`src/verilog/mem_defs.svh`:
```
`ifndef MEM_DEFS_SVH
`define MEM_DEFS_SVH

// data word and memory geometry
`define MEM_DATA_W 16
`define MEM_ADDR_W 9
`define MEM_DEPTH 512

// stack pointer needs one extra bit
// 0 means full, MEM_DEPTH means empty
`define SP_W 10

// request buffer entries, same as credits held by issue
`define REQ_FIFO_DEPTH 4

// pipeline side widths
`define PC_W 32
`define FLAGS_W 3

`endif
```
`src/verilog/mem_pkg.sv`:
```
`include "mem_defs.svh"

package mem_pkg;

  // memory command kind
  typedef enum logic [1:0] {
    op_load  = 2'd0,
    op_store = 2'd1,
    op_push  = 2'd2,
    op_pop   = 2'd3
  } mem_op_e;

  // where the write word comes from
  typedef enum logic [1:0] {
    wsrc_flags = 2'd0,
    wsrc_pc_hi = 2'd1,
    wsrc_pc_lo = 2'd2,
    wsrc_reg   = 2'd3
  } wsrc_e;

  // sequence number carried through to the response
  typedef logic [3:0] mem_tag_t;

  typedef struct packed {
    mem_op_e                 op;
    logic [`MEM_ADDR_W-1:0]  addr;
    logic [`MEM_DATA_W-1:0]  wdata;
    logic                    restore_flags;
    mem_tag_t                tag;
  } mem_req_t;

  // flags image as pushed by an interrupt-style save
  typedef struct packed {
    logic [`MEM_DATA_W-`FLAGS_W-1:0] pad;
    logic [`FLAGS_W-1:0]             flags;
  } flag_view_t;

  // one stored word, read as data or as a flags image
  typedef union packed {
    logic [`MEM_DATA_W-1:0] data;
    flag_view_t             flag_view;
  } mem_word_u;

  typedef struct packed {
    mem_op_e              op;
    mem_tag_t             tag;
    mem_word_u            word;
    logic                 flags_valid;
    logic [`FLAGS_W-1:0]  flags;
    logic                 fault;
  } mem_resp_t;

endpackage

```
`src/verilog/mem_req_fifo.sv`:
```
`include "mem_defs.svh"

module mem_req_fifo (
  input  logic               clk,
  input  logic               reset,
  input  logic               req_push,
  input  mem_pkg::mem_req_t  req,
  output mem_pkg::mem_req_t  head,
  output logic               head_valid,
  input  logic               head_pop,
  output logic               credit_return
);

  import mem_pkg::*;

  localparam int PTR_W   = $clog2(`REQ_FIFO_DEPTH);
  localparam int COUNT_W = $clog2(`REQ_FIFO_DEPTH + 1);

  mem_req_t             entries [`REQ_FIFO_DEPTH];
  logic [PTR_W-1:0]     wr_ptr;
  logic [PTR_W-1:0]     rd_ptr;
  logic [COUNT_W-1:0]   count;
  logic                 do_pop;

  // only a real entry hands back a credit
  assign do_pop        = head_pop && head_valid;
  assign credit_return = do_pop;

  assign head_valid = (count != '0);
  assign head       = entries[rd_ptr];

  // storage, no overflow check since issue never pushes without credit
  always_ff @(posedge clk)
  begin
    if (req_push)
      entries[wr_ptr] <= req;
  end

  // pointers wrap at the last entry
  always_ff @(posedge clk)
  begin
    if (reset)
    begin
      wr_ptr <= '0;
      rd_ptr <= '0;
      count  <= '0;
    end
    else
    begin
      if (req_push)
        wr_ptr <= (wr_ptr == PTR_W'(`REQ_FIFO_DEPTH - 1)) ? '0 : wr_ptr + 1'b1;
      if (do_pop)
        rd_ptr <= (rd_ptr == PTR_W'(`REQ_FIFO_DEPTH - 1)) ? '0 : rd_ptr + 1'b1;
      // occupancy holds when both happen together
      if (req_push && !do_pop)
        count <= count + 1'b1;
      else if (!req_push && do_pop)
        count <= count - 1'b1;
    end
  end

endmodule

```
`config.mk`:
```
export PLATFORM = sky130hd
export DESIGN_NAME = mem_req_fifo
export DESIGN_NICKNAME = d
export VERILOG_FILES = /design/src/verilog/mem_pkg.sv /design/src/verilog/mem_req_fifo.sv
export VERILOG_INCLUDE_DIRS = /design/src /design/src/verilog
export SDC_FILE = /design/constraint.sdc
export NUM_CORES = 1
export LEC_CHECK = 0
export BUFFER_PORTS_ARGS = -buffer_cell sky130_fd_sc_hd__buf_2
export CORE_MARGIN = 3
export CORE_UTILIZATION = 30
export DETAILED_ROUTE_END_ITERATION = 16
export SYNTH_ARGS = -nofsm -noshare
export SYNTH_HDL_FRONTEND = slang
export SYNTH_SLANG_ARGS = --single-unit
```
`constraint.sdc`:
```
create_clock -name clk -period 4.2 [get_ports clk]
set_input_delay 0.21 -clock clk [delete_from_list [all_inputs] [get_ports clk]]
set_output_delay 0.21 -clock clk [all_outputs]
set_load 0.02 [all_outputs]
```
==> results of run 1 <==
[final timing paths]
| kind | startpoint | endpoint | slack (ps) | cells past startpoint |
|---|---|---|---|---|
| worst max register to register | count[1]$_SDFFE_PP0P_ | count[2]$_SDFFE_PP0P_ | 2100 | 7 |
| worst max-delay path | register | head[13] | 1550 | 3 |
| worst min register to register | rd_ptr[0]$_SDFFE_PP0P_ | register | 490 | 2 |
| worst min-delay path | req[9] | entries[0][9]$_DFFE_PP_ | 20 | 1 |
[timing repair]
action                                 in CTS  in global routing
gates resized for setup                     0                  0
hold buffers                               15                  0
endpoints found under the hold margin      60                  0
[final cells by class]
class	instances	area [sq um]	share of cell area, %
flip-flops and latches	137	4030	62.5
multi-input cells	63	992	15.4
repair buffers	85	503	7.80
clock buffers	19	433	6.72
well taps	220	275	4.27
clock inverters	13	200	3.11
inverters	4	15.0	0.233
[kinds of logic after synthesis]
| logic type | after synthesis | share of synthesized area, % |
|---|---|---|
| DFF | 137 | 78.7 |
| muxes | 36 | 15.0 |
| and+or+nand+nor | 14 | 1.37 |
| buffers and inverters | 11 | 1.98 |
| adders and majority gates | 7 | 1.86 |
| AOI/OAI and AO/OA | 4 | 0.710 |
| xor gates and xnor gates | 2 | 0.343 |
[cells in the mapped netlist]
cell	number	area, sq um
mux4_2	30	676
o31ai_4	1	21.3
dfxtp_1	9	180
nand2_1	1	3.75
and2_1	4	25.0
or3_1	3	18.8
mux2i_1	4	40.0
ha_1	6	75.1
inv_1	4	15.0
a21oi_1	2	10.0
buf_2	3	15.0
edfxtp_1	128	3840
mux4_1	2	52.6
nor2_1	6	22.5
xor2_1	2	17.5
buf_6	1	11.3
buf_12	3	60.1
o21ai_0	1	5.00
fa_1	1	20.0
[stage by stage]
step | power (uW) | hold WS (ps) | instances | instance area, sq um
6_report | 3910 | 21.5 | 541 | 6440
3_5_place_dp | 2360 | 427 | 494 | 5660
4_1_cts | 3970 | 2.62 | 541 | 6440
3_3_place_gp | 2360 | 421 | 494 | 5660
2_1_floorplan | 2190 | 279 | 211 | 5110
5_1_grt | 4070 | 4.08 | 541 | 6440
[where the power goes]
part	switching [uW]	total, uW	internal (uW)	leakage, uW
registers	111	1690	1580	0.00125
logic	327	641	314	0.000665
clock network	532	1580	1050	0.000304
total	970	3910	2940	0.00222
[sequential cells by signal (all words and copies together), names as in the netlist, named ones only]
name	flops
wr_ptr	2
entries	128
rd_ptr	2
count	3
[routing by layer]
layer,part of all wire (%),GRT usage [%],up-vias
met5,0,0,-
met4,1.5,4.70,0
met3,5.7,3.97,13
met2,51,17.2,62
met1,42,12.9,1217
li1,-,-,1077
==> results.py, run 1 <==
metrics = {
    "synth": {
        "ys_seq_elements": 137,
        "syn_inst": 211,
        "ys_warn_count": 0,
        "synth.distinct_cells": 19,
        "synth_area_sq_um": 5110,
        "ys_seq_area_share_pct": 78.7,
        "syn_avg_cell_area_sq_um": 24.2,
        "synth_nets": 254,
    },
    "cts": {
        "cts_tree": "built",
        "htree_levels": 4,
        "post_cts_buffers": 0,
        "cts_buffers": 17,
        "numClockSinks": 137,
        "clk_latency_ps": 410,
        "clk_path_buf_depth": 2,
        "clk_pin_slew_ps": 60,
        "cts-root-buf": "clkbuf_16",
    },
    "floorplan": {
        "fp.coreArea_sq_um": 16600,
        "rows": 47,
        "io_pins": 70,
        "start_util_pct": 30.7,
        "die_h_um": 137,
        "fp.dieArea_sq_um": 18600,
        "fp.dieW_um": 137,
    },
    "sta": {
        "setup_viol": 0,
        "slew_violations": 0,
        "period_minus_slack_ps": 2650,
        "worstMarginPinSlew_ps": 994,
        "fmax_mhz": 378,
        "hold_viol": 0,
        "worst_slack_ps": 1550,
        "fin_tns_setup_ps": 0,
        "finalCritPeriodShare_pct": 63.0,
        "rsz0062_at_grt": "no",
        "skew_ps": 4.33,
        "relSlewSlack_pct": 33.8,
    },
    "critical_path": {
        "end_kind": "output port",
        "cp_num_buf_inv": 2,
        "cp_data_required_time_ps": 3990,
        "crit_arrival_ps": 2440,
        "crit_chain": "buf_4 -> mux4_2 -> buf_2",
        "critPathMaxFanout": 27,
        "cpLargestDelayFamily": "flip-flops",
        "slowest_stage": "dfxtp_2",
        "worstSetupPathType": "reg2out",
        "cp-start-kind": "register",
        "max_stage_delay_ps": 980,
    },
    "place": {
        "pre_cts_slack_ps": 1890,
        "place_congestion": 0.632,
        "port_buffers": 69,
    },
    "route": {
        "via_per_inst": 4.38,
        "num_vias": 2369,
        "wl_um": 9170,
        "postRouteAntennaNets": 0,
        "drtIter0Drc": 152,
        "route.detailed.drc": 0,
        "first_pass_iters": 4,
        "wire_per_inst_um": 17.0,
    },
    "cells_and_area": {
        "final_core_util_pct": 38.7,
        "final_common_cell": "edfxtp_1",
        "nets": 351,
        "fillers": 1493,
        "mostFrequentLayoutCells": "edfxtp_1, buf_2, mux4_2, clkbuf_16, dlygate4sd3_1",
        "layout-drive-gt1-share_pct": 41.7,
        "diodes": 0,
        "syn2layout_area_growth_pct": 26.1,
    },
    "pwr": {
        "power_leakage_uw": 0.00222,
        "powerDensity_nw_per_um2": 607,
        "ir_drop_v": 0.000289,
    },
    "global_route": {
        "antenna_found_initial": 0,
        "grt_pass1_wl_um": 14200,
        "overflow": 0,
        "grt_pass1_vias": 2581,
        "grt_max_degree": 33,
        "grt.total_usage_pct": 10.7,
    },
    "run": {
        "cap_violations": 0,
    },
    "hold_path": {
        "min_path_type": "in2reg",
    },
    "outcome": {
        "status": "complete, no violations",
    },
}
(Power assumes the default switching activity.)
==> run 2: changes to the inputs <==
==> constraint.sdc (replaced) <==
create_clock -name clk -period 2.4 [get_ports clk]
set_input_delay 0.12 -clock clk [delete_from_list [all_inputs] [get_ports clk]]
set_output_delay 0.12 -clock clk [all_outputs]
set_load 0.02 [all_outputs]
==> results.py, run 2 (synthesized netlist as in run 1, its figures left out) <==
metrics = {
    "outcome": {
        "status": "complete, no violations",
    },
    "pwr": {
        "power.share.clock_pct": 38.5,
        "switchingPower_uw": 1730,
        "power_leakage_uw": 0.00231,
        "power.internal_uw": 4990,
        "power_frac_seq_pct": 42.2,
        "p_comb_share_pct": 19.3,
        "switching_share_pct": 25.7,
        "powerDensity_nw_per_um2": 1000,
        "ir_drop_v": 0.000605,
        "total_power_uw": 6720,
    },
    "sta": {
        "relSlewSlack_pct": 69.8,
        "fmax_mhz": 467,
        "skew_ps": 8.76,
        "setup_viol": 0,
        "finalCritPeriodShare_pct": 89.1,
        "slew_violations": 0,
        "worstMarginPinSlew_ps": 453,
        "hold_slack_ps": 81.1,
        "worst_slack_ps": 261,
        "hold_viol": 0,
        "period_minus_slack_ps": 2140,
        "rsz0062_at_grt": "no",
        "fin_tns_setup_ps": 0,
    },
    "critical_path": {
        "worstSetupPathType": "reg2reg",
        "cp-start-kind": "register",
        "end_kind": "register",
        "critPathMaxFanout": 5,
        "cp_data_required_time_ps": 2740,
        "crit_arrival_ps": 2480,
        "crit_chain": "o31ai_4 -> ha_1 -> inv_1 -> fa_1 -> xor2_1 -> or3_1 -> a21oi_1",
        "max_stage_delay_ps": 380,
        "cp_num_buf_inv": 1,
        "cpLargestDelayFamily": "adder cells",
        "slowest_stage": "fa_1",
    },
    "cts": {
        "numClockSinks": 137,
        "clk_latency_ps": 420,
        "cts_tree": "built",
        "ctsResizeCount": 0,
        "cts-root-buf": "clkbuf_16",
        "cts_buffers": 17,
        "clk_pin_slew_ps": 60,
        "clk_path_buf_depth": 2,
        "htree_levels": 4,
    },
    "cells_and_area": {
        "nets": 375,
        "diodes": 0,
        "mostFrequentLayoutCells": "edfxtp_1, buf_2, dlygate4sd3_1, mux4_2, clkbuf_16",
        "layout-drive-gt1-share_pct": 40.9,
        "top_regs": "entries x128, count x3",
        "largest_reg_flops": 128,
        "final_common_cell": "edfxtp_1",
        "top_register": "entries",
        "syn2layout_area_growth_pct": 30.8,
    },
    "floorplan": {
        "start_util_pct": 30.7,
        "die_h_um": 137,
        "fp.coreArea_sq_um": 16600,
        "rows": 47,
        "fp.dieW_um": 137,
        "io_pins": 70,
        "fp.dieArea_sq_um": 18600,
    },
    "route": {
        "wire_per_inst_um": 16.7,
        "via_per_inst": 4.31,
        "wl_um": 9460,
        "postRouteAntennaNets": 0,
        "drtIter0Drc": 117,
        "first_pass_iters": 4,
        "num_vias": 2434,
        "route.detailed.drc": 0,
    },
    "place": {
        "port_buffers": 69,
        "pre_cts_slack_ps": 241,
        "dp_hpwl_um": 5780,
        "place_congestion": 0.634,
    },
    "global_route": {
        "antenna_found_initial": 0,
        "grt_max_degree": 24,
        "grt_pass1_vias": 2714,
        "overflow": 0,
        "grt_pass1_wl_um": 14800,
        "grt.total_usage_pct": 11.2,
    },
    "hold_path": {
        "min_path_type": "in2reg",
    },
    "run": {
        "cap_violations": 0,
    },
}
==> run 2: final timing paths <==
check	slack [ps]	endpoint	start	depth (start not counted)
worst min register to register	510	register	rd_ptr[0]$_SDFFE_PP0P_	2
worst min-delay path	80	wr_ptr[1]$_SDFFE_PP0P_	req_push	3
worst max register to register	260	count[2]$_SDFFE_PP0P_	count[1]$_SDFFE_PP0P_	7
worst max-delay path	260	count[2]$_SDFFE_PP0P_	count[1]$_SDFFE_PP0P_	7
==> run 2: tightest hold or removal path: stages <==
cell     delay (ps)
buf_2           160
mux2i_1         100
nor2_1           80
==> run 2: what timing repair did <==
item                                   4_1_cts  5_1_grt
hold buffers                                33        0
endpoints found under the hold margin      137        0
buffers inserted                             0        0
==> run 2: power by group through the flow <==
stage                     Sequential (uW)  Combinational (uW)  Clock [uW]
after global routing                 2850                1420        2770
after global placement               2880                1280           0
after CTS                            2840                1340        2660
after floorplan                      2850                 976           0
final                                2840                1300        2580
after detailed placement             2890                1290           0
==> run 2: routing by layer <==
layer  track usage (%)  up-vias  part of all wire, %
met5                 0        -                    0
met4              3.86        0                 0.96
met3              4.38       11                  4.5
met2              19.2       53                   53
met1              12.8     1243                   42
li1                  -     1127                    -
==> run 2: cell type report <==
type / count / area [sq um]
Clock inverter: 11 / 149
Timing Repair Buffer: 109 / 791
Multi-Input combinational cell: 63 / 992
Clock buffer: 21 / 440
Tap cell: 220 / 275
Sequential cell: 137 / 4030
Fill cell: 1485 / 9950
Inverter: 4 / 15.0
==> run 2: per-stage QoR <==
step / std cells / instance area (sq um) / utilization, %
6_report: 565 / 6690 / 40.2
5_1_grt: 565 / 6690 / 40.2
4_1_cts: 565 / 6690 / 40.2
2_1_floorplan: 211 / 5110 / -
3_3_place_gp: 500 / 5770 / 34.7
3_5_place_dp: 500 / 5770 / 34.7
