`src/verilog/mem_defs.svh`:
```
`ifndef MEM_DEFS_SVH
`define MEM_DEFS_SVH

// data word and memory geometry
`define MEM_DATA_W 16
`define MEM_ADDR_W 9
`define MEM_DEPTH 512

// stack pointer needs one extra bit
// 0 means full, MEM_DEPTH means empty
`define SP_W 10

// request buffer entries, same as credits held by issue
`define REQ_FIFO_DEPTH 4

// pipeline side widths
`define PC_W 32
`define FLAGS_W 3

`endif
```
`src/verilog/mem_pkg.sv`:
```
`include "mem_defs.svh"

package mem_pkg;

  // memory command kind
  typedef enum logic [1:0] {
    op_load  = 2'd0,
    op_store = 2'd1,
    op_push  = 2'd2,
    op_pop   = 2'd3
  } mem_op_e;

  // where the write word comes from
  typedef enum logic [1:0] {
    wsrc_flags = 2'd0,
    wsrc_pc_hi = 2'd1,
    wsrc_pc_lo = 2'd2,
    wsrc_reg   = 2'd3
  } wsrc_e;

  // sequence number carried through to the response
  typedef logic [3:0] mem_tag_t;

  typedef struct packed {
    mem_op_e                 op;
    logic [`MEM_ADDR_W-1:0]  addr;
    logic [`MEM_DATA_W-1:0]  wdata;
    logic                    restore_flags;
    mem_tag_t                tag;
  } mem_req_t;

  // flags image as pushed by an interrupt-style save
  typedef struct packed {
    logic [`MEM_DATA_W-`FLAGS_W-1:0] pad;
    logic [`FLAGS_W-1:0]             flags;
  } flag_view_t;

  // one stored word, read as data or as a flags image
  typedef union packed {
    logic [`MEM_DATA_W-1:0] data;
    flag_view_t             flag_view;
  } mem_word_u;

  typedef struct packed {
    mem_op_e              op;
    mem_tag_t             tag;
    mem_word_u            word;
    logic                 flags_valid;
    logic [`FLAGS_W-1:0]  flags;
    logic                 fault;
  } mem_resp_t;

endpackage

```
`src/verilog/mem_issue.sv`:
```
`include "mem_defs.svh"

module mem_issue (
  input  logic                    clk,
  input  logic                    reset,
  input  logic                    cmd_valid,
  output logic                    cmd_ready,
  input  mem_pkg::mem_op_e        cmd_op,
  input  mem_pkg::wsrc_e          cmd_wsrc,
  input  logic [`MEM_ADDR_W-1:0]  cmd_addr,
  input  logic [`MEM_DATA_W-1:0]  cmd_reg_data,
  input  logic                    cmd_restore_flags,
  input  logic [`PC_W-1:0]        pc,
  input  logic [`FLAGS_W-1:0]     flags,
  input  logic                    credit_return,
  output mem_pkg::mem_req_t       req,
  output logic                    req_push
);

  import mem_pkg::*;

  localparam int CREDIT_W = $clog2(`REQ_FIFO_DEPTH + 1);

  logic [CREDIT_W-1:0]    credits;
  mem_tag_t               tag_q;
  logic [`MEM_DATA_W-1:0] wdata;

  // any credit left means the buffer has a free slot
  assign cmd_ready = (credits != '0);
  assign req_push  = cmd_valid && cmd_ready;

  // write word select, register value unless overridden
  always_comb
  begin
    wdata = cmd_reg_data;
    case (cmd_wsrc)
      wsrc_flags: wdata = {{(`MEM_DATA_W - `FLAGS_W){1'b0}}, flags};
      wsrc_pc_hi: wdata = pc[`PC_W-1:`PC_W/2];
      wsrc_pc_lo: wdata = pc[`PC_W/2-1:0];
      default:    wdata = cmd_reg_data;
    endcase
  end

  // request goes straight into the buffer on the accepting edge
  always_comb
  begin
    req.op            = cmd_op;
    req.addr          = cmd_addr;
    req.wdata         = wdata;
    req.restore_flags = cmd_restore_flags;
    req.tag           = tag_q;
  end

  // credit counter, spend and return can coincide
  always_ff @(posedge clk)
  begin
    if (reset)
    begin
      credits <= CREDIT_W'(`REQ_FIFO_DEPTH);
      tag_q   <= '0;
    end
    else
    begin
      if (req_push && !credit_return)
        credits <= credits - 1'b1;
      else if (!req_push && credit_return)
        credits <= credits + 1'b1;
      // tag steps once per accepted command
      if (req_push)
        tag_q <= tag_q + 1'b1;
    end
  end

endmodule

```
`config.mk`:
```
export PLATFORM = sky130hd
export DESIGN_NAME = mem_issue
export DESIGN_NICKNAME = d
export VERILOG_FILES = /design/src/verilog/mem_pkg.sv /design/src/verilog/mem_issue.sv
export VERILOG_INCLUDE_DIRS = /design/src /design/src/verilog
export SDC_FILE = /design/constraint.sdc
export NUM_CORES = 1
export LEC_CHECK = 0
export ABC_AREA = 1
export BUFFER_PORTS_ARGS = -buffer_cell sky130_fd_sc_hd__buf_2
export CORE_ASPECT_RATIO = 1.1
export CORE_MARGIN = 8
export CORE_UTILIZATION = 32
export CTS_CLUSTER_DIAMETER = 30
export CTS_CLUSTER_SIZE = 10
export DETAILED_ROUTE_END_ITERATION = 6
export PLACE_DENSITY_LB_ADDON = 0.05
export SYNTH_ARGS = -nofsm -noshare
export SYNTH_HDL_FRONTEND = slang
export SYNTH_SLANG_ARGS = --single-unit
```
`constraint.sdc`:
```
create_clock -name clk -period 2 [get_ports clk]
set_input_delay 0.2 -clock clk [delete_from_list [all_inputs] [get_ports clk]]
set_output_delay 0.2 -clock clk [all_outputs]
set_load 0.005 [all_outputs]
```
==> results.md, run 1 <==
Outcome:
- The run finished with clean final reports.

STA:
- For the finished layout, the period the worst path requires is 1750 ps.
- The number of slew-limit violations in the final report is 0.
- For this run, the top clock speed supported by timing is 573 MHz.
- The worst-case clock skew is 7.08 ps.
- The worst slew margin relative to its limit is 74.9%.
- The share of the clock period used by the worst path is 87.3%.
- The aggregate negative setup slack is 0 ps.
- At the pin with the least slew margin, the transition time is 375 ps.
- Setup repair after global routing left no endpoint under its margin.
- Setup violations remaining at the end of the flow were counted as 0.
- The hold violation count in the final report is 0.

Critical path:
- Of all nets on the critical path, the largest fanout is 3.
- The critical path goes through inv_1 > a21boi_2 > ha_1 > inv_1 > fa_1 > or2_2 > nand4_1 > nand3_1.
- For this run, the slowest stage of the critical path takes 380 ps.
- STA puts the critical path data required time at 2130 ps.
- The startpoint identified for the worst register-to-register timing path is credits[2]$_SDFFE_PP1P_.
- The arrival time of the worst setup path is 1880 ps.
- The critical register-to-register path endpoint is credits[2]$_SDFFE_PP1P_.
- Across all register-to-register paths, the minimum setup slack is 250 ps.
- The slowest stage of the critical path is the sky130_fd_sc_hd__fa_1 cell.
- The worst setup path is launched from a flip-flop.
- The kind of critical path is reg2reg.
- The worst register-to-register path has a depth of 8.
- The cell repeated most along the worst path is sky130_fd_sc_hd__inv_1.
- The worst setup path is captured at a flip-flop.

Global routing:
- The initial antenna violation count was 0.
- For this run the aggregate overflow at the end of global routing stands at 0.
- The global router's overall resource usage is 12.1%.
- The wire length of the first global-routing pass is 4.71 mm.
- The number of global-route vias before repair is 1080.
- Entering global routing, the biggest net connects 17 pins.

Placement:
- Including well taps, the total number of placed cells is 238.
- The congestion estimate from routability-driven global placement came to 0.792.
- The half-perimeter wire length after placement is 2.46 mm.
- The post-place instance area is 1150 um^2.
- Port buffering added 78 buffers.

Synth:
- The netlist uses 17 different library cells.
- Sorting the synthesized cells by area gives the leading types as sky130_fd_sc_hd__nand2_1, sky130_fd_sc_hd__dfxtp_1, sky130_fd_sc_hd__buf_4, sky130_fd_sc_hd__nand3_1, sky130_fd_sc_hd__inv_1.
- The combined area of all synthesized cells is 835 um^2.
- The fraction of post-synthesis cell area in the top cell type by area is 29.7%.
- The portion of the post-synthesis area used by sequential elements is 16.8%.
- The number of flip-flops and latches in the synthesized netlist is 7.
- The largest area contributor in the synthesized netlist is sky130_fd_sc_hd__nand2_1.
- The Yosys step of the flow raised 0 warnings.
- The average instance in the mapped netlist occupies 5.84 um^2.
- The net count of the mapped netlist is 215.
- Synthesis handed over a netlist of 143 instances.

Run:
- The tool flagged a number of max-cap violations equal to 0.

Power:
- The switching power of the nets is 0.178 mW.
- The power share of the combinational group is 43.6%.
- The internal power of the cells totals 0.341 mW.
- The power consumption is 0.519 mW.
- In this run the power density over the cells is 443 nW/um^2.
- The worst supply voltage drop on vdd is 0.334 mV.
- The fraction of power consumed by sequential logic is 32.4%.
- The clock network power share is 23.9%.
- In this run switching power makes up 34.3% of total power.
- The leakage dissipation is 0.691 nW.

Hold path:
- The min-delay analysis places its worst path in the category in2reg.
- The source of the worst hold timing path is reset.
- For hold timing, the worst endpoint is tag_q[2]$_SDFFE_PP0P_.
- Along the worst hold path, the cell count comes to 2.

Clocking:
- The clock drives 7 sinks.
- In this run the deepest clock path goes through 2 buffers.
- The register clock-pin slew on the reported worst setup and hold paths is 50 ps.
- The clock tree from TritonCTS is done.
- The number of setup buffers added after CTS is 0.
- In this run the number of H-tree levels came out at 1.
- The cell chosen for the clock root is sky130_fd_sc_hd__clkbuf_4.
- The total CTS buffers is 3.
- The number of resized instances in the post-cts repair step is 0.
- After clock tree synthesis, the flow added hold-fix buffers numbering 0.
- Clock latency on the worst-skew pair, taken at its later pin, is 250 ps.

Final layout:
- The finished layout holds 242 standard cells, fillers aside.
- The post-route cell area is 1170 um^2.
- The share of final-layout standard cells stronger than drive strength 1 is 43.6%.
- The number of diodes is 0.
- The area growth from synthesis to layout is 40.6%.
- The final layout contains 284 nets.
- Measured on the finished design, the core utilization comes to 47.0%.

Die:
- The die covers 4500 um^2.
- The row count is 19.
- The total area inside the core boundary comes to 2500 um^2.
- The chip height is 69.6 um.
- 103 I/O pins were placed.
- The x dimension of the die is 64.7 um.
- For this configuration, the core starts out at a cell density of 33.4%.

Detailed routing:
- The final routed DRC violation total is 0.
- The starting DRC count in detailed routing is 62.
- After detailed routing, the average wire length per cell comes to 12.0 um.
- The via count is 1118.
- The sum of met2 wire segment lengths after detailed routing is 1.36 mm.
- The wire length on met1 is 1.15 mm.
- The number of search-and-repair iterations in the first detailed-routing pass is 4.
- Wire segments on met3 add up to 379 um in the final route.
- The post-detailed-route via-to-cell ratio is 4.62.
- The aggregate routed wire length is 2.89 mm.
- After detailed routing, no signal wire sits above met4.
- The post-detailed-route count of antenna-violating nets is 0.
==> cell usage in the layout, fill, tap and decap left out <==
cell type	synthesis	routed
sky130_fd_sc_hd__or2_2	1	1
sky130_fd_sc_hd__dfxtp_1	7	7
sky130_fd_sc_hd__nand3_2	3	3
sky130_fd_sc_hd__buf_4	12	1
sky130_fd_sc_hd__ha_1	2	2
sky130_fd_sc_hd__nor2_4	2	2
sky130_fd_sc_hd__a21oi_1	4	4
sky130_fd_sc_hd__a21boi_2	1	1
sky130_fd_sc_hd__nand3_1	14	14
sky130_fd_sc_hd__clkbuf_1	0	1
sky130_fd_sc_hd__nand4_1	5	5
sky130_fd_sc_hd__o21ai_0	3	3
sky130_fd_sc_hd__buf_2	0	78
sky130_fd_sc_hd__clkbuf_4	0	3
sky130_fd_sc_hd__nand2_1	66	66
sky130_fd_sc_hd__nor2_1	6	6
sky130_fd_sc_hd__inv_1	10	10
sky130_fd_sc_hd__fa_1	1	1
sky130_fd_sc_hd__inv_2	3	3
==> synth_stat cells <==
library cell and n:
sky130_fd_sc_hd__nand3_1 14, sky130_fd_sc_hd__nand3_2 3, sky130_fd_sc_hd__inv_1 10, sky130_fd_sc_hd__nor2_1 6
sky130_fd_sc_hd__ha_1 2, sky130_fd_sc_hd__nor2_4 2, sky130_fd_sc_hd__buf_6 3, sky130_fd_sc_hd__dfxtp_1 7
sky130_fd_sc_hd__buf_4 12, sky130_fd_sc_hd__fa_1 1, sky130_fd_sc_hd__nand4_1 5, sky130_fd_sc_hd__inv_2 3
sky130_fd_sc_hd__or2_2 1, sky130_fd_sc_hd__o21ai_0 3, sky130_fd_sc_hd__nand2_1 66, sky130_fd_sc_hd__a21boi_2 1
sky130_fd_sc_hd__a21oi_1 4
==> stage by stage <==
step	hold WS, ps	setup WS, ps
floorplan	269	242
global placement	396	317
detailed placement	396	292
CTS	135	254
global route	140	112
finish	141	255
==> worst max-delay path: cells and delay by family (launching register included) <==
family / cells / cell delay (ps)
flip-flops: 1 / 340
AND/OR/NAND/NOR: 3 / 470
AO/OA/AOI/OAI: 1 / 150
buffers and inverters: 2 / 140
adder cells (fa/ha/maj): 2 / 530
==> how the worst max path moves through the flow <==
stage | start | endpoint | cells past startpoint
finish | credits[2]$_SDFFE_PP1P_ | credits[2]$_SDFFE_PP1P_ | 8
global route | credits[1]$_SDFFE_PP0P_ | credits[2]$_SDFFE_PP1P_ | 8
CTS | credits[1]$_SDFFE_PP0P_ | credits[2]$_SDFFE_PP1P_ | 8
detailed placement | credits[1]$_SDFFE_PP0P_ | credits[2]$_SDFFE_PP1P_ | 8
global placement | credits[2]$_SDFFE_PP1P_ | credits[2]$_SDFFE_PP1P_ | 8
floorplan | credits[2]$_SDFFE_PP1P_ | credits[2]$_SDFFE_PP1P_ | 8
==> metal layers <==
| metal | up-vias | global-route usage, % |
|---|---|---|
| li1 | 576 | - |
| met1 | 481 | 12.3 |
| met2 | 59 | 21.9 |
| met3 | 2 | 5.17 |
| met4 | 0 | 2.91 |
| met5 | - | 0 |
==> cell type report <==
| type | instances | area, um^2 |
|---|---|---|
| inverter | 13 | 48.8 |
| tap | 31 | 38.8 |
| sequential | 7 | 140 |
| timing repair buffer | 79 | 398 |
| fill | 264 | 1320 |
| clock buffer | 4 | 26.3 |
| multi-input combinational | 108 | 522 |
==> registers in the layout, indices dropped and copies added (netlist names) <==
| register | cells |
|---|---|
| credits | 3 |
| tag_q | 4 |
==> cell families (layout without fill, tap and decap cells) <==
logic type	after synthesis	after routing	share of synthesized area [%]
AOI/OAI and AO/OA	8	8	5.55
buffers and inverters	28	96	20.7
and+or+nand+nor	97	97	51.6
adders and majority gates	3	3	5.40
DFF	7	7	16.8
==> power by group through the flow <==
stage / clock, mW / sequential (mW) / combinational, mW
2_1_floorplan: 0 / 0.169 / 0.137
3_3_place_gp: 0 / 0.170 / 0.225
3_5_place_dp: 0 / 0.171 / 0.230
4_1_cts: 0.128 / 0.168 / 0.230
5_1_grt: 0.135 / 0.171 / 0.260
6_report: 0.124 / 0.169 / 0.227
Note: power is estimated with default switching activity, not from simulation.
==> run 2, diff against run 1 <==
- CORE_UTILIZATION: 32 -> 33
- CTS_BUF_LIST: not set -> sky130_fd_sc_hd__clkbuf_8
==> results.md, run 2 (same netlist as run 1, synthesis figures left out) <==
STA:
- The worst slew margin relative to its limit was 75.5% (+0.53 points).
- The number of slew-limit violations in the final report came to 0 (unchanged).
- The peak clock frequency supported by timing is 570 MHz (-0.61%).
- The hold violation count in the final report is 0 (unchanged).
- The post-route worst setup slack is 244 ps (-10.7 ps).
- The share of the clock period used by the worst path is 87.8% (+0.53 points).
- The final-report setup violation count is 0 (unchanged).
- The aggregate negative setup slack was 0 ps (unchanged).
- The worst hold slack came to 169 ps (+27.5 ps).
- The transition time at the pin with the least slew margin is 367 ps (-7.94 ps).
- The post-route minimum period is 1760 ps (+10.7 ps).
- The worst-case clock skew is 3.30 ps (-3.79 ps).
- Setup repair after global routing left no endpoint under its margin.

Critical path:
- The largest fanout on the critical path is 3 (unchanged).
- The kind of critical path is reg2reg.
- The worst setup path is launched from a flip-flop.
- The depth of the most critical reg-to-reg path is 8 (unchanged).
- The flop-to-flop setup slack is 240 ps (about the same).
- The critical path required time came to 2120 ps (about the same).
- The kind of end point of the critical path is a flip-flop.
- The beginning of the worst register-to-register path is credits[1]$_SDFFE_PP0P_.
- In this run the critical register-to-register path is captured at credits[2]$_SDFFE_PP1P_.
- The arrival time of the worst setup path is 1870 ps (about the same).

Final layout:
- The footprint of the multi-input gates is 522 um^2 (unchanged).
- The most common cell after layout, fill and taps aside is sky130_fd_sc_hd__buf_2.
- The register with the most flip-flops in the final layout is tag_q.
- The top cell types in the final layout, fill and taps aside, are sky130_fd_sc_hd__buf_2, sky130_fd_sc_hd__nand2_1, sky130_fd_sc_hd__nand3_1.
- Compared with the post-synthesis result, the final layout area differs by 42.9%.
- The largest registers in the layout are tag_q x4, credits x3.
- The number of diodes is 0 (unchanged).
- The total of fill cells in the finished design is 261 (-1.1%).
- The number of flip-flops under the largest register name is 4 (unchanged).
- The register cell area after layout came to 140 um^2 (unchanged).
- The final cell count without fillers is 242 (unchanged).
- The share of final-layout standard cells stronger than drive strength 1 is 43.6% (unchanged).
- The final layout net count was 284 (unchanged).

Die:
- The die area is 4400 um^2 (-2.3%).
- The row count was 19 (unchanged).
- The x dimension of the die is 64.0 um (-1.1%).
- The chip height came to 68.7 um (-1.2%).
- The placeable core area was 2450 um^2 (-1.9%).
- The effective utilization at floorplan is 34.1% (+0.65 points).
- The number of top-level pins is 103 (unchanged).

Detailed routing:
- The starting DRC count in detailed routing came to 79 (+27%).
- The final routed DRC violation total is 0 (unchanged).
- The post-detailed-route via-to-cell ratio came to 4.63 (+0.27%).
- The via count is 1121 (+0.27%).
- The average routed wire per standard cell is 12.7 um (+6.2%).
- The number of search-and-repair iterations in the first detailed-routing pass is 4 (unchanged).
- The post-detailed-route count of antenna-violating nets was 0 (unchanged).
- The aggregate routed wire length is 3.07 mm (+6.2%).

Power:
- The worst supply voltage drop on vdd is 0.703 mV (+110%).
- The power per unit of standard cell area is 498 nW/um^2 (+12%).
- The leakage dissipation was 0.703 nW (+1.7%).

Clocking:
- The tree is rooted in a sky130_fd_sc_hd__clkbuf_8.
- The number of buffers on the longest clock path came to 2 (unchanged).
- The number of resized instances in the post-cts repair step is 0 (unchanged).
- The register clock-pin slew on the reported worst setup and hold paths is 40 ps (about the same).
- The CTS sink count is 7 (unchanged).
- The maximum level of the CTS H-tree is 1 (unchanged).
- The clock network latency to the later pin of the worst-skew pair was 230 ps (-20 ps).
- The number of setup buffers added after CTS is 0 (unchanged).
- The clock tree from TritonCTS is done.
- The number of hold buffers added after CTS was 0 (unchanged).
- The total CTS buffers is 3 (unchanged).

Run:
- The max-cap violation count is 0 (unchanged).

Global routing:
- The number of global-route vias before repair came to 1124 (+4.1%).
- The initial antenna violation count came to 0 (unchanged).
- The global router's overall resource usage came to 13.9% (+1.8 points).
- The largest net degree at the start of global routing came to 17 (unchanged).
- The total grt overflow was 0 (unchanged).
- The wire length of the first global-routing pass is 5.04 mm (+6.9%).

Outcome:
- The run finished with clean final reports.

Hold path:
- The number of stages on the worst hold path is 2 (unchanged).
- The startpoint identified for the worst hold timing path is reset.
- In this run the worst hold path is classified as in2reg.
- For hold timing, the worst endpoint is tag_q[3]$_SDFFE_PP0P_.

Placement:
- The cell total after placement came to 238 (unchanged).
- The pre-CTS worst setup slack is 250 ps (-42.1 ps).
- The weighted congestion at the end of routability-driven global placement is 0.818 (+3.3%).
- The half-perimeter wire length after placement is 2.57 mm (+4.2%).
- The number of input and output port buffers inserted is 78 (unchanged).
==> run 2: cell type report <==
| class | count | area share [%] |
|---|---|---|
| multi-input combinational | 108 | 43.8 |
| timing repair buffer | 79 | 33.4 |
| sequential | 7 | 11.8 |
| inverter | 13 | 4.09 |
| clock buffer | 3 | 3.46 |
| tap | 31 | 3.25 |
| clock inverter | 1 | 0.315 |
==> run 2: metrics by stage <==
step | power [mW] | utilization (%) | cell area (um^2)
CTS | 0.603 | 48.7 | 1190
floorplan | 0.306 | - | 835
global placement | 0.395 | 46.9 | 1150
detailed placement | 0.401 | 46.9 | 1150
finish | 0.594 | 48.7 | 1190
global route | 0.641 | 48.7 | 1190
==> run 2: report_power, final <==
group          total (mW)  switching, mW  internal (mW)
Sequential          0.169         0.0138          0.156
Clock               0.196         0.0631          0.133
Combinational       0.228          0.117          0.111
==> run 2: metal layers <==
metal  GRT usage (%)  wire, um  vias up
met5               0         0        -
li1                -         -      576
met2            27.1      1550       54
met1            13.9      1190      487
met3            4.04       299        4
met4            5.01        33        0
==> run 2: worst max-delay path by stage <==
| stage | slack, ps | startpoint | cells after the start | end |
|---|---|---|---|---|
| final | 240 | credits[1]$_SDFFE_PP0P_ | 8 | credits[2]$_SDFFE_PP1P_ |
| after global routing | 100 | credits[1]$_SDFFE_PP0P_ | 9 | credits[2]$_SDFFE_PP1P_ |
| after CTS | 240 | credits[1]$_SDFFE_PP0P_ | 8 | credits[2]$_SDFFE_PP1P_ |
| after detailed placement | 250 | credits[1]$_SDFFE_PP0P_ | 8 | credits[2]$_SDFFE_PP1P_ |
| after global placement | 320 | credits[2]$_SDFFE_PP1P_ | 8 | credits[2]$_SDFFE_PP1P_ |
| after floorplan | 240 | credits[2]$_SDFFE_PP1P_ | 8 | credits[2]$_SDFFE_PP1P_ |
==> run 2: critical path: stages, from the launching register on <==
cell	delay (ps)
sky130_fd_sc_hd__dfxtp_1	350
sky130_fd_sc_hd__nor2_1	70
sky130_fd_sc_hd__a21boi_2	150
sky130_fd_sc_hd__ha_1	150
sky130_fd_sc_hd__inv_1	60
sky130_fd_sc_hd__fa_1	390
sky130_fd_sc_hd__or2_2	320
sky130_fd_sc_hd__nand4_1	80
sky130_fd_sc_hd__nand3_1	70
